`src/hdl/init_table.hex`:
```
// register address (16 bits) then value (8 bits), one entry per line
301280
30080a
303501
3036a4
380c06
380e03
4300d3
501f00

```
`src/hdl/cam_link_pkg.sv`:
```
package cam_link_pkg;

    ////////////////////
    // widths and defaults
    localparam int DATA_W = 8;
    localparam int DELIM_BYTES = 2;
    localparam logic [DELIM_BYTES*8-1:0] DELIM_DEFAULT = 16'hffd9;
    localparam logic [6:0] DEV_ADDR = 7'h24;    // 7-bit sensor address
    localparam int INIT_ENTRIES = 8;
    localparam int ENTRY_W = 24;                 // reg addr hi, reg addr lo, value
    localparam int DIV_W = 8;
    localparam logic [DIV_W-1:0] DIV_DEFAULT = 8'd3;
    localparam int WB_ADR_W = 2;
    localparam int WB_DAT_W = 32;

    // derived index widths
    localparam int ENTRY_IDX_W = $clog2(INIT_ENTRIES);
    localparam int DELIM_IDX_W = (DELIM_BYTES > 1) ? $clog2(DELIM_BYTES) : 1;

    ////////////////////
    // register map, word addresses
    typedef enum logic [WB_ADR_W-1:0] {
        REG_CTRL   = 2'd0,
        REG_STATUS = 2'd1,
        REG_DELIM  = 2'd2,
        REG_DIV    = 2'd3
    } reg_addr_e;

    typedef struct packed {
        logic                cyc;
        logic                stb;
        logic                we;
        logic [WB_ADR_W-1:0] adr;
        logic [WB_DAT_W-1:0] dat;
    } wb_req_t;

    typedef struct packed {
        logic                ack;
        logic [WB_DAT_W-1:0] dat;
    } wb_rsp_t;

    typedef struct packed {
        logic              valid;
        logic              vsync;
        logic [DATA_W-1:0] data;
    } pix_t;

    typedef struct packed {
        logic             start;    // one-cycle pulse
        logic [DIV_W-1:0] div;
    } init_cfg_t;

    typedef struct packed {
        logic busy;
        logic done;
    } init_stat_t;

    typedef enum logic {ST_IMAGE, ST_DELIM} stuff_state_e;

    typedef enum logic [2:0] {
        PH_IDLE,
        PH_START,
        PH_BITS,
        PH_STOP,
        PH_DONE
    } init_phase_e;

endpackage
```
`src/hdl/cam_link_top.sv`:
```
`timescale 1ns/1ps

module cam_link_top (
    input  logic                  clock,
    input  logic                  reset,
    input  cam_link_pkg::wb_req_t wb_req_i,
    output cam_link_pkg::wb_rsp_t wb_rsp_o,
    input  cam_link_pkg::pix_t    pix_i,
    output cam_link_pkg::pix_t    pix_o,
    output logic                  scl_o,
    output logic                  sda_o
);
    import cam_link_pkg::*;

    init_cfg_t                init_cfg;
    init_stat_t               init_stat;
    logic [DELIM_BYTES*8-1:0] delim;
    logic                     stuff_reset;

    // framing stays quiet until the sensor is configured
    assign stuff_reset = reset | init_stat.busy;

    ////////////////////
    // control registers
    cam_ctrl_regs u_regs (
        .clock       (clock),
        .reset       (reset),
        .wb_req_i    (wb_req_i),
        .wb_rsp_o    (wb_rsp_o),
        .init_stat_i (init_stat),
        .init_cfg_o  (init_cfg),
        .delim_o     (delim)
    );

    ////////////////////
    // sensor init over i2c
    sccb_init_writer u_init (
        .clock       (clock),
        .reset       (reset),
        .init_cfg_i  (init_cfg),
        .init_stat_o (init_stat),
        .scl_o       (scl_o),
        .sda_o       (sda_o)
    );

    ////////////////////
    // frame end delimiter
    frame_end_stuffer u_stuff (
        .clock   (clock),
        .reset   (stuff_reset),
        .delim_i (delim),
        .pix_i   (pix_i),
        .pix_o   (pix_o)
    );

endmodule

```
`src/hdl/frame_end_stuffer.sv`:
```
`timescale 1ns/1ps

module frame_end_stuffer (
    input  logic                                   clock,
    input  logic                                   reset,
    input  logic [cam_link_pkg::DELIM_BYTES*8-1:0] delim_i,
    input  cam_link_pkg::pix_t                     pix_i,
    output cam_link_pkg::pix_t                     pix_o
);
    import cam_link_pkg::*;

    stuff_state_e           state;
    logic [DELIM_IDX_W-1:0] delim_idx;
    logic                   vsync_prev;
    logic                   sync_fall;
    logic [DATA_W-1:0]      delim_byte;
    logic                   valid_q;
    logic                   vsync_q;
    logic [DATA_W-1:0]      data_q;

    assign sync_fall  = vsync_prev & ~pix_i.vsync;
    // msb byte of the delimiter goes out first
    assign delim_byte = delim_i[(DELIM_BYTES - 1 - int'(delim_idx)) * DATA_W +: DATA_W];

    ////////////////////
    // state and flags
    always_ff @(posedge clock) begin
        if (reset) begin
            state      <= ST_IMAGE;
            delim_idx  <= '0;
            vsync_prev <= 1'b0;
            valid_q    <= 1'b0;
            vsync_q    <= 1'b0;
        end else begin
            vsync_prev <= pix_i.vsync;
            unique case (state)
                ST_IMAGE: begin
                    valid_q   <= pix_i.valid;
                    vsync_q   <= pix_i.vsync | sync_fall;    // stretch sync over the edge
                    delim_idx <= '0;
                    if (sync_fall) begin
                        state <= ST_DELIM;
                    end
                end
                default: begin
                    valid_q <= 1'b1;
                    vsync_q <= 1'b1;
                    if (delim_idx == DELIM_IDX_W'(DELIM_BYTES - 1)) begin
                        delim_idx <= '0;
                        state     <= ST_IMAGE;
                    end else begin
                        delim_idx <= delim_idx + 1'b1;
                    end
                end
            endcase
        end
    end

    // input bytes during the delimiter are dropped
    always_ff @(posedge clock) begin
        data_q <= (state == ST_DELIM) ? delim_byte : pix_i.data;
    end

    assign pix_o = '{valid: valid_q, vsync: vsync_q, data: data_q};

endmodule

```
`src/hdl/sccb_init_writer.sv`:
```
`timescale 1ns/1ps

module sccb_init_writer (
    input  logic                     clock,
    input  logic                     reset,
    input  cam_link_pkg::init_cfg_t  init_cfg_i,
    output cam_link_pkg::init_stat_t init_stat_o,
    output logic                     scl_o,
    output logic                     sda_o
);
    import cam_link_pkg::*;

    logic [ENTRY_W-1:0]     rom [INIT_ENTRIES];

    init_phase_e            phase;
    logic [DIV_W-1:0]       tick_cnt;
    logic                   tick;
    logic [1:0]             quarter;      // quarter within a bit slot
    logic [ENTRY_IDX_W-1:0] entry_idx;
    logic [1:0]             byte_idx;     // 0 is the device byte
    logic [3:0]             bit_idx;      // 8 is the ack slot
    logic [ENTRY_W-1:0]     entry;
    logic [7:0]             cur_byte;
    logic                   cur_bit;
    logic                   busy_q;
    logic                   done_q;

    initial begin
        $readmemh("/design/src/hdl/init_table.hex", rom);
    end

    assign entry = rom[entry_idx];
    assign tick  = (tick_cnt >= init_cfg_i.div);    // >= copes with a div lowered mid-run

    always_comb begin
        unique case (byte_idx)
            2'd0:    cur_byte = {DEV_ADDR, 1'b0};    // write
            2'd1:    cur_byte = entry[ENTRY_W-1 -: 8];
            2'd2:    cur_byte = entry[ENTRY_W-9 -: 8];
            default: cur_byte = entry[7:0];
        endcase
        // msb first, sda released in the ack slot
        cur_bit = (bit_idx == 4'd8) ? 1'b1 : cur_byte[~bit_idx[2:0]];
    end

    // quarter-bit pacing
    always_ff @(posedge clock) begin
        if (reset || phase == PH_IDLE || tick) begin
            tick_cnt <= '0;
        end else begin
            tick_cnt <= tick_cnt + 1'b1;
        end
    end

    ////////////////////
    // bit sequencer
    always_ff @(posedge clock) begin
        if (reset) begin
            phase     <= PH_IDLE;
            quarter   <= '0;
            entry_idx <= '0;
            byte_idx  <= '0;
            bit_idx   <= '0;
            scl_o     <= 1'b1;
            sda_o     <= 1'b1;
            busy_q    <= 1'b0;
            done_q    <= 1'b0;
        end else begin
            unique case (phase)
                PH_IDLE: begin
                    if (init_cfg_i.start) begin
                        phase     <= PH_START;
                        quarter   <= '0;
                        entry_idx <= '0;
                        busy_q    <= 1'b1;
                        done_q    <= 1'b0;
                    end
                end
                PH_START: begin
                    if (tick) begin
                        quarter <= quarter + 1'b1;
                        unique case (quarter)
                            2'd1: sda_o <= 1'b0;    // start, scl still high
                            2'd2: scl_o <= 1'b0;
                            2'd3: begin
                                phase    <= PH_BITS;
                                byte_idx <= '0;
                                bit_idx  <= '0;
                            end
                            default: ;
                        endcase
                    end
                end
                PH_BITS: begin
                    if (tick) begin
                        quarter <= quarter + 1'b1;
                        unique case (quarter)
                            2'd0: sda_o <= cur_bit;    // change data while scl low
                            2'd1: scl_o <= 1'b1;
                            2'd3: begin
                                scl_o <= 1'b0;
                                if (bit_idx == 4'd8) begin
                                    bit_idx  <= '0;
                                    byte_idx <= byte_idx + 1'b1;
                                    if (byte_idx == 2'd3) begin
                                        phase <= PH_STOP;
                                    end
                                end else begin
                                    bit_idx <= bit_idx + 1'b1;
                                end
                            end
                            default: ;
                        endcase
                    end
                end
                PH_STOP: begin
                    if (tick) begin
                        quarter <= quarter + 1'b1;
                        unique case (quarter)
                            2'd0: sda_o <= 1'b0;
                            2'd1: scl_o <= 1'b1;
                            2'd2: sda_o <= 1'b1;    // stop, scl high
                            default: begin
                                if (entry_idx == ENTRY_IDX_W'(INIT_ENTRIES - 1)) begin
                                    phase <= PH_DONE;
                                end else begin
                                    entry_idx <= entry_idx + 1'b1;
                                    phase     <= PH_START;
                                end
                            end
                        endcase
                    end
                end
                PH_DONE: begin
                    phase  <= PH_IDLE;
                    busy_q <= 1'b0;
                    done_q <= 1'b1;    // held until the next start
                end
                default: phase <= PH_IDLE;
            endcase
        end
    end

    assign init_stat_o = '{busy: busy_q, done: done_q};

endmodule

```
`src/hdl/cam_ctrl_regs.sv`:
```
`timescale 1ns/1ps

module cam_ctrl_regs (
    input  logic                                   clock,
    input  logic                                   reset,
    input  cam_link_pkg::wb_req_t                  wb_req_i,
    output cam_link_pkg::wb_rsp_t                  wb_rsp_o,
    input  cam_link_pkg::init_stat_t               init_stat_i,
    output cam_link_pkg::init_cfg_t                init_cfg_o,
    output logic [cam_link_pkg::DELIM_BYTES*8-1:0] delim_o
);
    import cam_link_pkg::*;

    logic                     ack_q;
    logic [WB_DAT_W-1:0]      rd_dat_q;
    logic [DELIM_BYTES*8-1:0] delim_q;
    logic [DIV_W-1:0]         div_q;
    logic                     start_q;
    logic                     req_new;
    logic                     wr_en;
    reg_addr_e                addr;

    assign addr    = reg_addr_e'(wb_req_i.adr);
    assign req_new = wb_req_i.cyc & wb_req_i.stb & ~ack_q;    // first cycle of a request
    // master holds the request through the ack cycle
    assign wr_en   = ack_q & wb_req_i.cyc & wb_req_i.stb & wb_req_i.we;

    always_ff @(posedge clock) begin
        if (reset) begin
            ack_q <= 1'b0;
        end else begin
            ack_q <= req_new;
        end
    end

    // read data lines up with ack
    always_ff @(posedge clock) begin
        if (req_new) begin
            unique case (addr)
                REG_STATUS: rd_dat_q <= WB_DAT_W'({init_stat_i.done, init_stat_i.busy});
                REG_DELIM:  rd_dat_q <= WB_DAT_W'(delim_q);
                REG_DIV:    rd_dat_q <= WB_DAT_W'(div_q);
                default:    rd_dat_q <= '0;    // ctrl is write only
            endcase
        end
    end

    ////////////////////
    // writable registers
    always_ff @(posedge clock) begin
        if (reset) begin
            delim_q <= DELIM_DEFAULT;
            div_q   <= DIV_DEFAULT;
            start_q <= 1'b0;
        end else begin
            start_q <= 1'b0;
            if (wr_en) begin
                unique case (addr)
                    REG_CTRL:  start_q <= wb_req_i.dat[0] & ~init_stat_i.busy;
                    REG_DELIM: delim_q <= wb_req_i.dat[DELIM_BYTES*8-1:0];
                    REG_DIV:   div_q   <= wb_req_i.dat[DIV_W-1:0];
                    default:   ;    // status ignores writes
                endcase
            end
        end
    end

    assign wb_rsp_o   = '{ack: ack_q, dat: rd_dat_q};
    assign init_cfg_o = '{start: start_q, div: div_q};
    assign delim_o    = delim_q;

endmodule

```
`config.mk`:
```
export PLATFORM = sky130hd
export DESIGN_NAME = cam_link_top
export DESIGN_NICKNAME = d
export VERILOG_FILES = /design/src/hdl/cam_link_pkg.sv /design/src/hdl/cam_link_top.sv /design/src/hdl/frame_end_stuffer.sv /design/src/hdl/sccb_init_writer.sv /design/src/hdl/cam_ctrl_regs.sv
export SDC_FILE = /design/constraint.sdc
export NUM_CORES = 1
export LEC_CHECK = 0
export ABC_AREA = 1
export BUFFER_PORTS_ARGS = -buffer_cell sky130_fd_sc_hd__clkbuf_2
export CAP_MARGIN = 20
export CORE_UTILIZATION = 35
export CTS_BUF_LIST = sky130_fd_sc_hd__clkbuf_16
export CTS_CLUSTER_DIAMETER = 30
export CTS_CLUSTER_SIZE = 10
export DETAILED_ROUTE_END_ITERATION = 8
export GPL_ROUTABILITY_DRIVEN = 0
export PLACE_DENSITY = 0.6
export SLEW_MARGIN = 0
export SYNTH_ARGS = -nofsm -noshare
export SYNTH_HDL_FRONTEND = slang
export SYNTH_SLANG_ARGS = --single-unit
```
`constraint.sdc`:
```
create_clock -name clock -period 2.1 [get_ports clock]
set_input_delay 0.315 -clock clock [delete_from_list [all_inputs] [get_ports clock]]
set_output_delay 0.315 -clock clock [all_outputs]
set_load 0.03 [all_outputs]
```
==> results of run 1 <==
kinds of logic after synthesis:
family | share of synthesized area, %
adder cells (fa/ha/maj) | 6.45
XOR/XNOR | 0.678
flip-flops | 46.0
other | 0.0967
AND/OR/NAND/NOR | 25.0
AO/OA/AOI/OAI | 11.3
buffers and inverters | 10.5
flip-flops by register name, summed over array words and instances (netlist names):
| register | flops |
|---|---|
| u_stuff.data_q | 8 |
| u_stuff.valid_q | 1 |
| u_stuff.vsync_prev | 1 |
| u_init.quarter | 2 |
| u_regs.rd_dat_q | 16 |
| u_init.byte_idx | 2 |
| u_regs.div_q | 8 |
| u_init.sda_o | 1 |
| u_init.phase | 3 |
| u_stuff.vsync_q | 1 |
| u_init.done_q | 1 |
| u_init.busy_q | 1 |
| u_stuff.state | 1 |
| u_regs.ack_q | 1 |
| u_init.entry_idx | 3 |
| u_init.bit_idx | 4 |
| u_regs.start_q | 1 |
| u_regs.delim_o | 16 |
| u_init.scl_o | 1 |
| u_init.tick_cnt | 8 |
| u_stuff.delim_idx | 1 |
layout make-up:
type / count / share of cell area [%]
clock buffer: 9 / 4.93
inverter: 56 / 4.71
tap: 140 / 3.83
timing repair buffer: 67 / 7.66
clock inverter: 7 / 1.72
multi-input combinational: 322 / 38.2
sequential: 81 / 39.0
metal layers:
metal	track usage, %	share of wire (%)
met1	18.5	46
met2	25.0	48
met3	2.97	4.7
met4	5.87	0.98
met5	0	0
placed cells by master, fill, tap and decap left out, types with 2 or more instances in the layout:
master | Yosys | final
a21oi_1 | 23 | 23
dfxtp_1 | 65 | 65
ha_1 | 20 | 20
o211ai_1 | 10 | 10
nor2_2 | 6 | 6
inv_1 | 42 | 42
clkinv_4 | 0 | 2
clkbuf_2 | 0 | 61
inv_2 | 10 | 10
nand2_2 | 6 | 6
nor3b_1 | 3 | 3
nor2_4 | 2 | 2
nor2_1 | 56 | 56
clkbuf_16 | 0 | 9
nand2_4 | 4 | 4
inv_4 | 2 | 2
conb_1 | 1 | 16
edfxtp_1 | 16 | 16
buf_4 | 21 | 6
clkinv_1 | 2 | 3
nor2_8 | 2 | 2
nand2_1 | 87 | 87
xor2_1 | 2 | 2
nand3_1 | 26 | 26
nand4_1 | 3 | 3
or2_2 | 2 | 2
o21ai_2 | 2 | 2
o21ai_0 | 38 | 38
nor3_1 | 4 | 4
stage by stage:
step / hold slack, ns / std cells / worst slack (ns) / total power (uW)
6_report: 0.190 / 682 / 0.276 / 3870
2_1_floorplan: 0.393 / 487 / 0.514 / 2190
4_1_cts: 0.184 / 682 / 0.247 / 3900
5_1_grt: 0.198 / 682 / 0.111 / 4050
3_5_place_dp: 0.451 / 666 / 0.258 / 2310
3_3_place_gp: 0.447 / 666 / 0.308 / 2300
path summary, 6_finish.rpt:
path	cells after the start	from	slack, ns	end
worst max-delay path	12	u_regs.div_q[5]$_SDFFE_PP0P_	0.28	u_init.phase[0]$_SDFFE_PP0P_
worst max register to register	12	u_regs.div_q[5]$_SDFFE_PP0P_	0.28	u_init.phase[0]$_SDFFE_PP0P_
worst min register to register	2	u_init.sda_o$_SDFFE_PP1P_	0.46	u_init.sda_o$_SDFFE_PP1P_
worst min-delay path	3	pix_i[3]	0.19	u_stuff.data_q[3]$_DFF_P_
critical path, delay by kind of cell (launching register included):
kind / cells / cell delay (ns)
flip-flops: 1 / 0.31
adder cells (fa/ha/maj): 1 / 0.31
AND/OR/NAND/NOR: 9 / 0.88
AO/OA/AOI/OAI: 1 / 0.14
buffers and inverters: 1 / 0.06
report_power, final:
group	total, uW	internal, uW	switching, uW
sequential	1690	1650	43.9
combinational	576	171	404
clock	1600	934	666
==> flow_summary.yaml, run 1 <==
yosys:
  synthFlopType: "dfxtp_1"
  syn_area_um2: 3880
  ys_warn_count: 0
  syn-instance-count: 472
  yosysTopAreaCellShare_pct: 33.6
  ys_seq_area_share_pct: 46.0
  yosys-top-cells-area: "dfxtp_1, edfxtp_1, nand2_1"
  avgSynthCellArea_um2: 8.21
  ys_types: 40
  synth.ff_latch_count: 81
  ys_async_sr_fraction_pct: 0
  synth_area_leader_cell: "dfxtp_1"
  yosysMostFrequentCell: "nand2_1"
  synth_edf_count: 16
  synth_common_cells: "nand2_1, dfxtp_1, nor2_1"
layout:
  fillers: 1056
  areaGrowthSynthToFinish_pct: 17.9
  diodes: 0
  multi_input_area_um2: 1740
  postLayoutCellArea_um2: 4570
  drive_gt1_share_pct: 22.7
  final_nets: 606
  post-route-util_pct: 42.3
  seq_area_um2: 1780
clock_network:
  h-tree-depth: 3
  clock_latency_ns: 0.33
  clockRootBuffer: "clkbuf_16"
  cts_buffer_depth: 2
  cts_buffers: 9
  clk_pin_slew_worst_paths_ns: 0.07
  cts_resized: 0
  ctsHoldBuffers: 0
  cts_num_sinks: 81
  cts_tree: "built"
  post-cts-setup-buffers: 0
drt:
  ant_nets: 0
  vias_per_cell: 4.62
  wirelength_um: 8240
  drtIter0Drc: 133
  num_vias: 3150
  wl_per_cell_um: 12.1
  drt-pass1-iter-count: 4
  drc: 0
critical_path:
  arrival_ns: 2.05
  end_kind: "flop"
  path_cells: "inv_1, ha_1, a21oi_1, nor2_1, nor2_1, nand2_2, nand2_2, nand2_1, nand2_4, nand2_1, nand2_1, nor2_2"
  startpoint_type: "flop"
  critical_path.slowest_cell: "dfxtp_1"
  crit_path_max_incr_delay_ns: 0.31
  crit_top_cell: "nand2_1"
  path_class: "flop to flop"
  critical_path_required_ns: 2.33
  cp_max_fo: 5
floorplan:
  core_area_um2: 10800
  die_x_um: 107
  dieArea_um2: 11500
  start_util_pct: 35.9
  io-pin-count: 94
  num_rows: 38
  fp.dieH_um: 107
min_path:
  min_path_type: "primary input to flop"
global_routing:
  antenna_found_initial: 0
  grt_pass1_vias: 2843
  grt_pass1_wl_um: 13200
  gr-total-overflow: 0
  grt_max_degree: 17
  track_usage_pct: 14.8
timing:
  setup_viol: 0
  hold_viol_final: 0
  grt_setup_unrepaired: "false"
  min_period_over_period_pct: 86.9
  fmax_ghz: 0.548
  min_period_ns: 1.82
  clock_skew_ns: 0.00953
  slew_viol_final: 0
  setup_tns_ns: 0
placement:
  dp_hpwl_um: 6220
  place_area_um2: 4270
  port_buffers: 61
outcome:
  outcome: "finished, final reports clean"
power_and_ir_drop:
  p_leak_uw: 0.00209
  powerDensity_nw_per_um2: 846
  peakVddDrop_mv: 0.410
run:
  maxCapViolations: 0
(Power assumes the default switching activity.)
==> inputs of run 2 (changes only) <==
Settings changed: MAX_ROUTING_LAYER set to met4.
==> flow_summary.yaml, run 2 (synthesis gave the netlist of run 1 again) <==
outcome:
  outcome: "finished, final reports clean"
layout:
  final_cell_mix: "nand2_1, dfxtp_1, clkbuf_2"
  final_nets: 606
  areaGrowthSynthToFinish_pct: 17.9
  drive_gt1_share_pct: 22.7
  diodes: 0
  final_common_cell: "nand2_1"
  postLayoutCellArea_um2: 4570
clock_network:
  clockRootBuffer: "clkbuf_16"
  cts_buffers: 9
  cts_resized: 0
  cts_tree: "built"
  h-tree-depth: 3
  cts_num_sinks: 81
  clock_latency_ns: 0.33
  clk_pin_slew_worst_paths_ns: 0.07
  cts_buffer_depth: 2
  post-cts-setup-buffers: 0
  ctsHoldBuffers: 0
critical_path:
  startpoint_type: "flop"
  arrival_ns: 2.05
  critical_path_required_ns: 2.33
  end_kind: "flop"
  cp-startpoint: "u_regs.div_q[5]$_SDFFE_PP0P_"
  r2r_start: "u_regs.div_q[5]$_SDFFE_PP0P_"
  path_class: "flop to flop"
  cp_max_fo: 5
timing:
  hold_viol_final: 0
  grt_setup_unrepaired: "false"
  slew_viol_final: 0
  setup_tns_ns: 0
  min_period_over_period_pct: 86.9
  setup_viol: 0
  fmax_ghz: 0.548
  min_period_ns: 1.82
  clock_skew_ns: 0.00958
drt:
  drt-pass1-iter-count: 6
  wl_per_cell_um: 12.1
  num_vias: 3141
  drc: 0
  vias_per_cell: 4.61
  drtIter0Drc: 127
  ant_nets: 0
  wirelength_um: 8260
floorplan:
  fp.dieH_um: 107
  io-pin-count: 94
  dieArea_um2: 11500
  core_area_um2: 10800
  start_util_pct: 35.9
  num_rows: 38
  die_x_um: 107
placement:
  dp_hpwl_um: 6220
  place_area_um2: 4270
  port_buffers: 61
global_routing:
  gr-total-overflow: 0
  grt_pass1_wl_um: 13200
  grt_pass1_vias: 2857
  track_usage_pct: 15.1
  antenna_found_initial: 0
  grt_max_degree: 17
run:
  maxCapViolations: 0
power_and_ir_drop:
  peakVddDrop_mv: 0.410
  p_total_uw: 3870
  powerDensity_nw_per_um2: 847
  p_leak_uw: 0.00209
min_path:
  min_path_type: "primary input to flop"
  hold_start: "pix_i[3]"
run 2: metrics by stage:
step                      hold WS (ns)  setup slack (ns)  utilization, %  instances
after floorplan                  0.393             0.514               -        487
after global placement           0.447             0.308            39.5        666
after detailed placement         0.451             0.258            39.5        666
after CTS                        0.184             0.247            42.3        682
after global routing             0.201             0.111            42.3        682
final                            0.189             0.275            42.3        682
run 2: area by class of cell:
cell class / instances / area [um2]
Clock inverter: 7 / 78.8
Inverter: 56 / 215
Fill cell: 1056 / 6220
Tap cell: 140 / 175
Sequential cell: 81 / 1780
Multi-Input combinational cell: 322 / 1740
Clock buffer: 9 / 225
Timing Repair Buffer: 67 / 350
run 2: power breakdown:
part / internal [uW] / switching, uW / leakage, uW
Clock: 934 / 668 / 0.000146
Combinational: 171 / 405 / 0.00126
Sequential: 1650 / 43.9 / 0.000681
run 2: worst max-delay path, cell delays in order, from the launching register on:
cell and delay (ns):
dfxtp_1 0.31, inv_1 0.06, ha_1 0.31, a21oi_1 0.14
nor2_1 0.05, nor2_1 0.19, nand2_2 0.16, nand2_2 0.15
nand2_1 0.10, nand2_4 0.10, nand2_1 0.05, nand2_1 0.06
nor2_2 0.03
run 2: final timing paths:
kind	slack, ns	depth (start not counted)	to
worst min-delay path	0.19	3	u_stuff.data_q[3]$_DFF_P_
worst max-delay path	0.28	12	u_init.phase[0]$_SDFFE_PP0P_
worst min register to register	0.46	1	u_init.tick_cnt[0]$_SDFF_PP0_
worst max register to register	0.28	12	u_init.phase[0]$_SDFFE_PP0P_
run 2: routing by layer:
layer	vias up	GRT usage [%]	wire length, um	share of wire, %
li1	1634	-	-	-
met1	1428	18.4	3900	47
met2	71	25.1	3960	48
met3	8	2.60	297	3.6
met4	0	5.87	96	1.2
met5	-	-	0	0
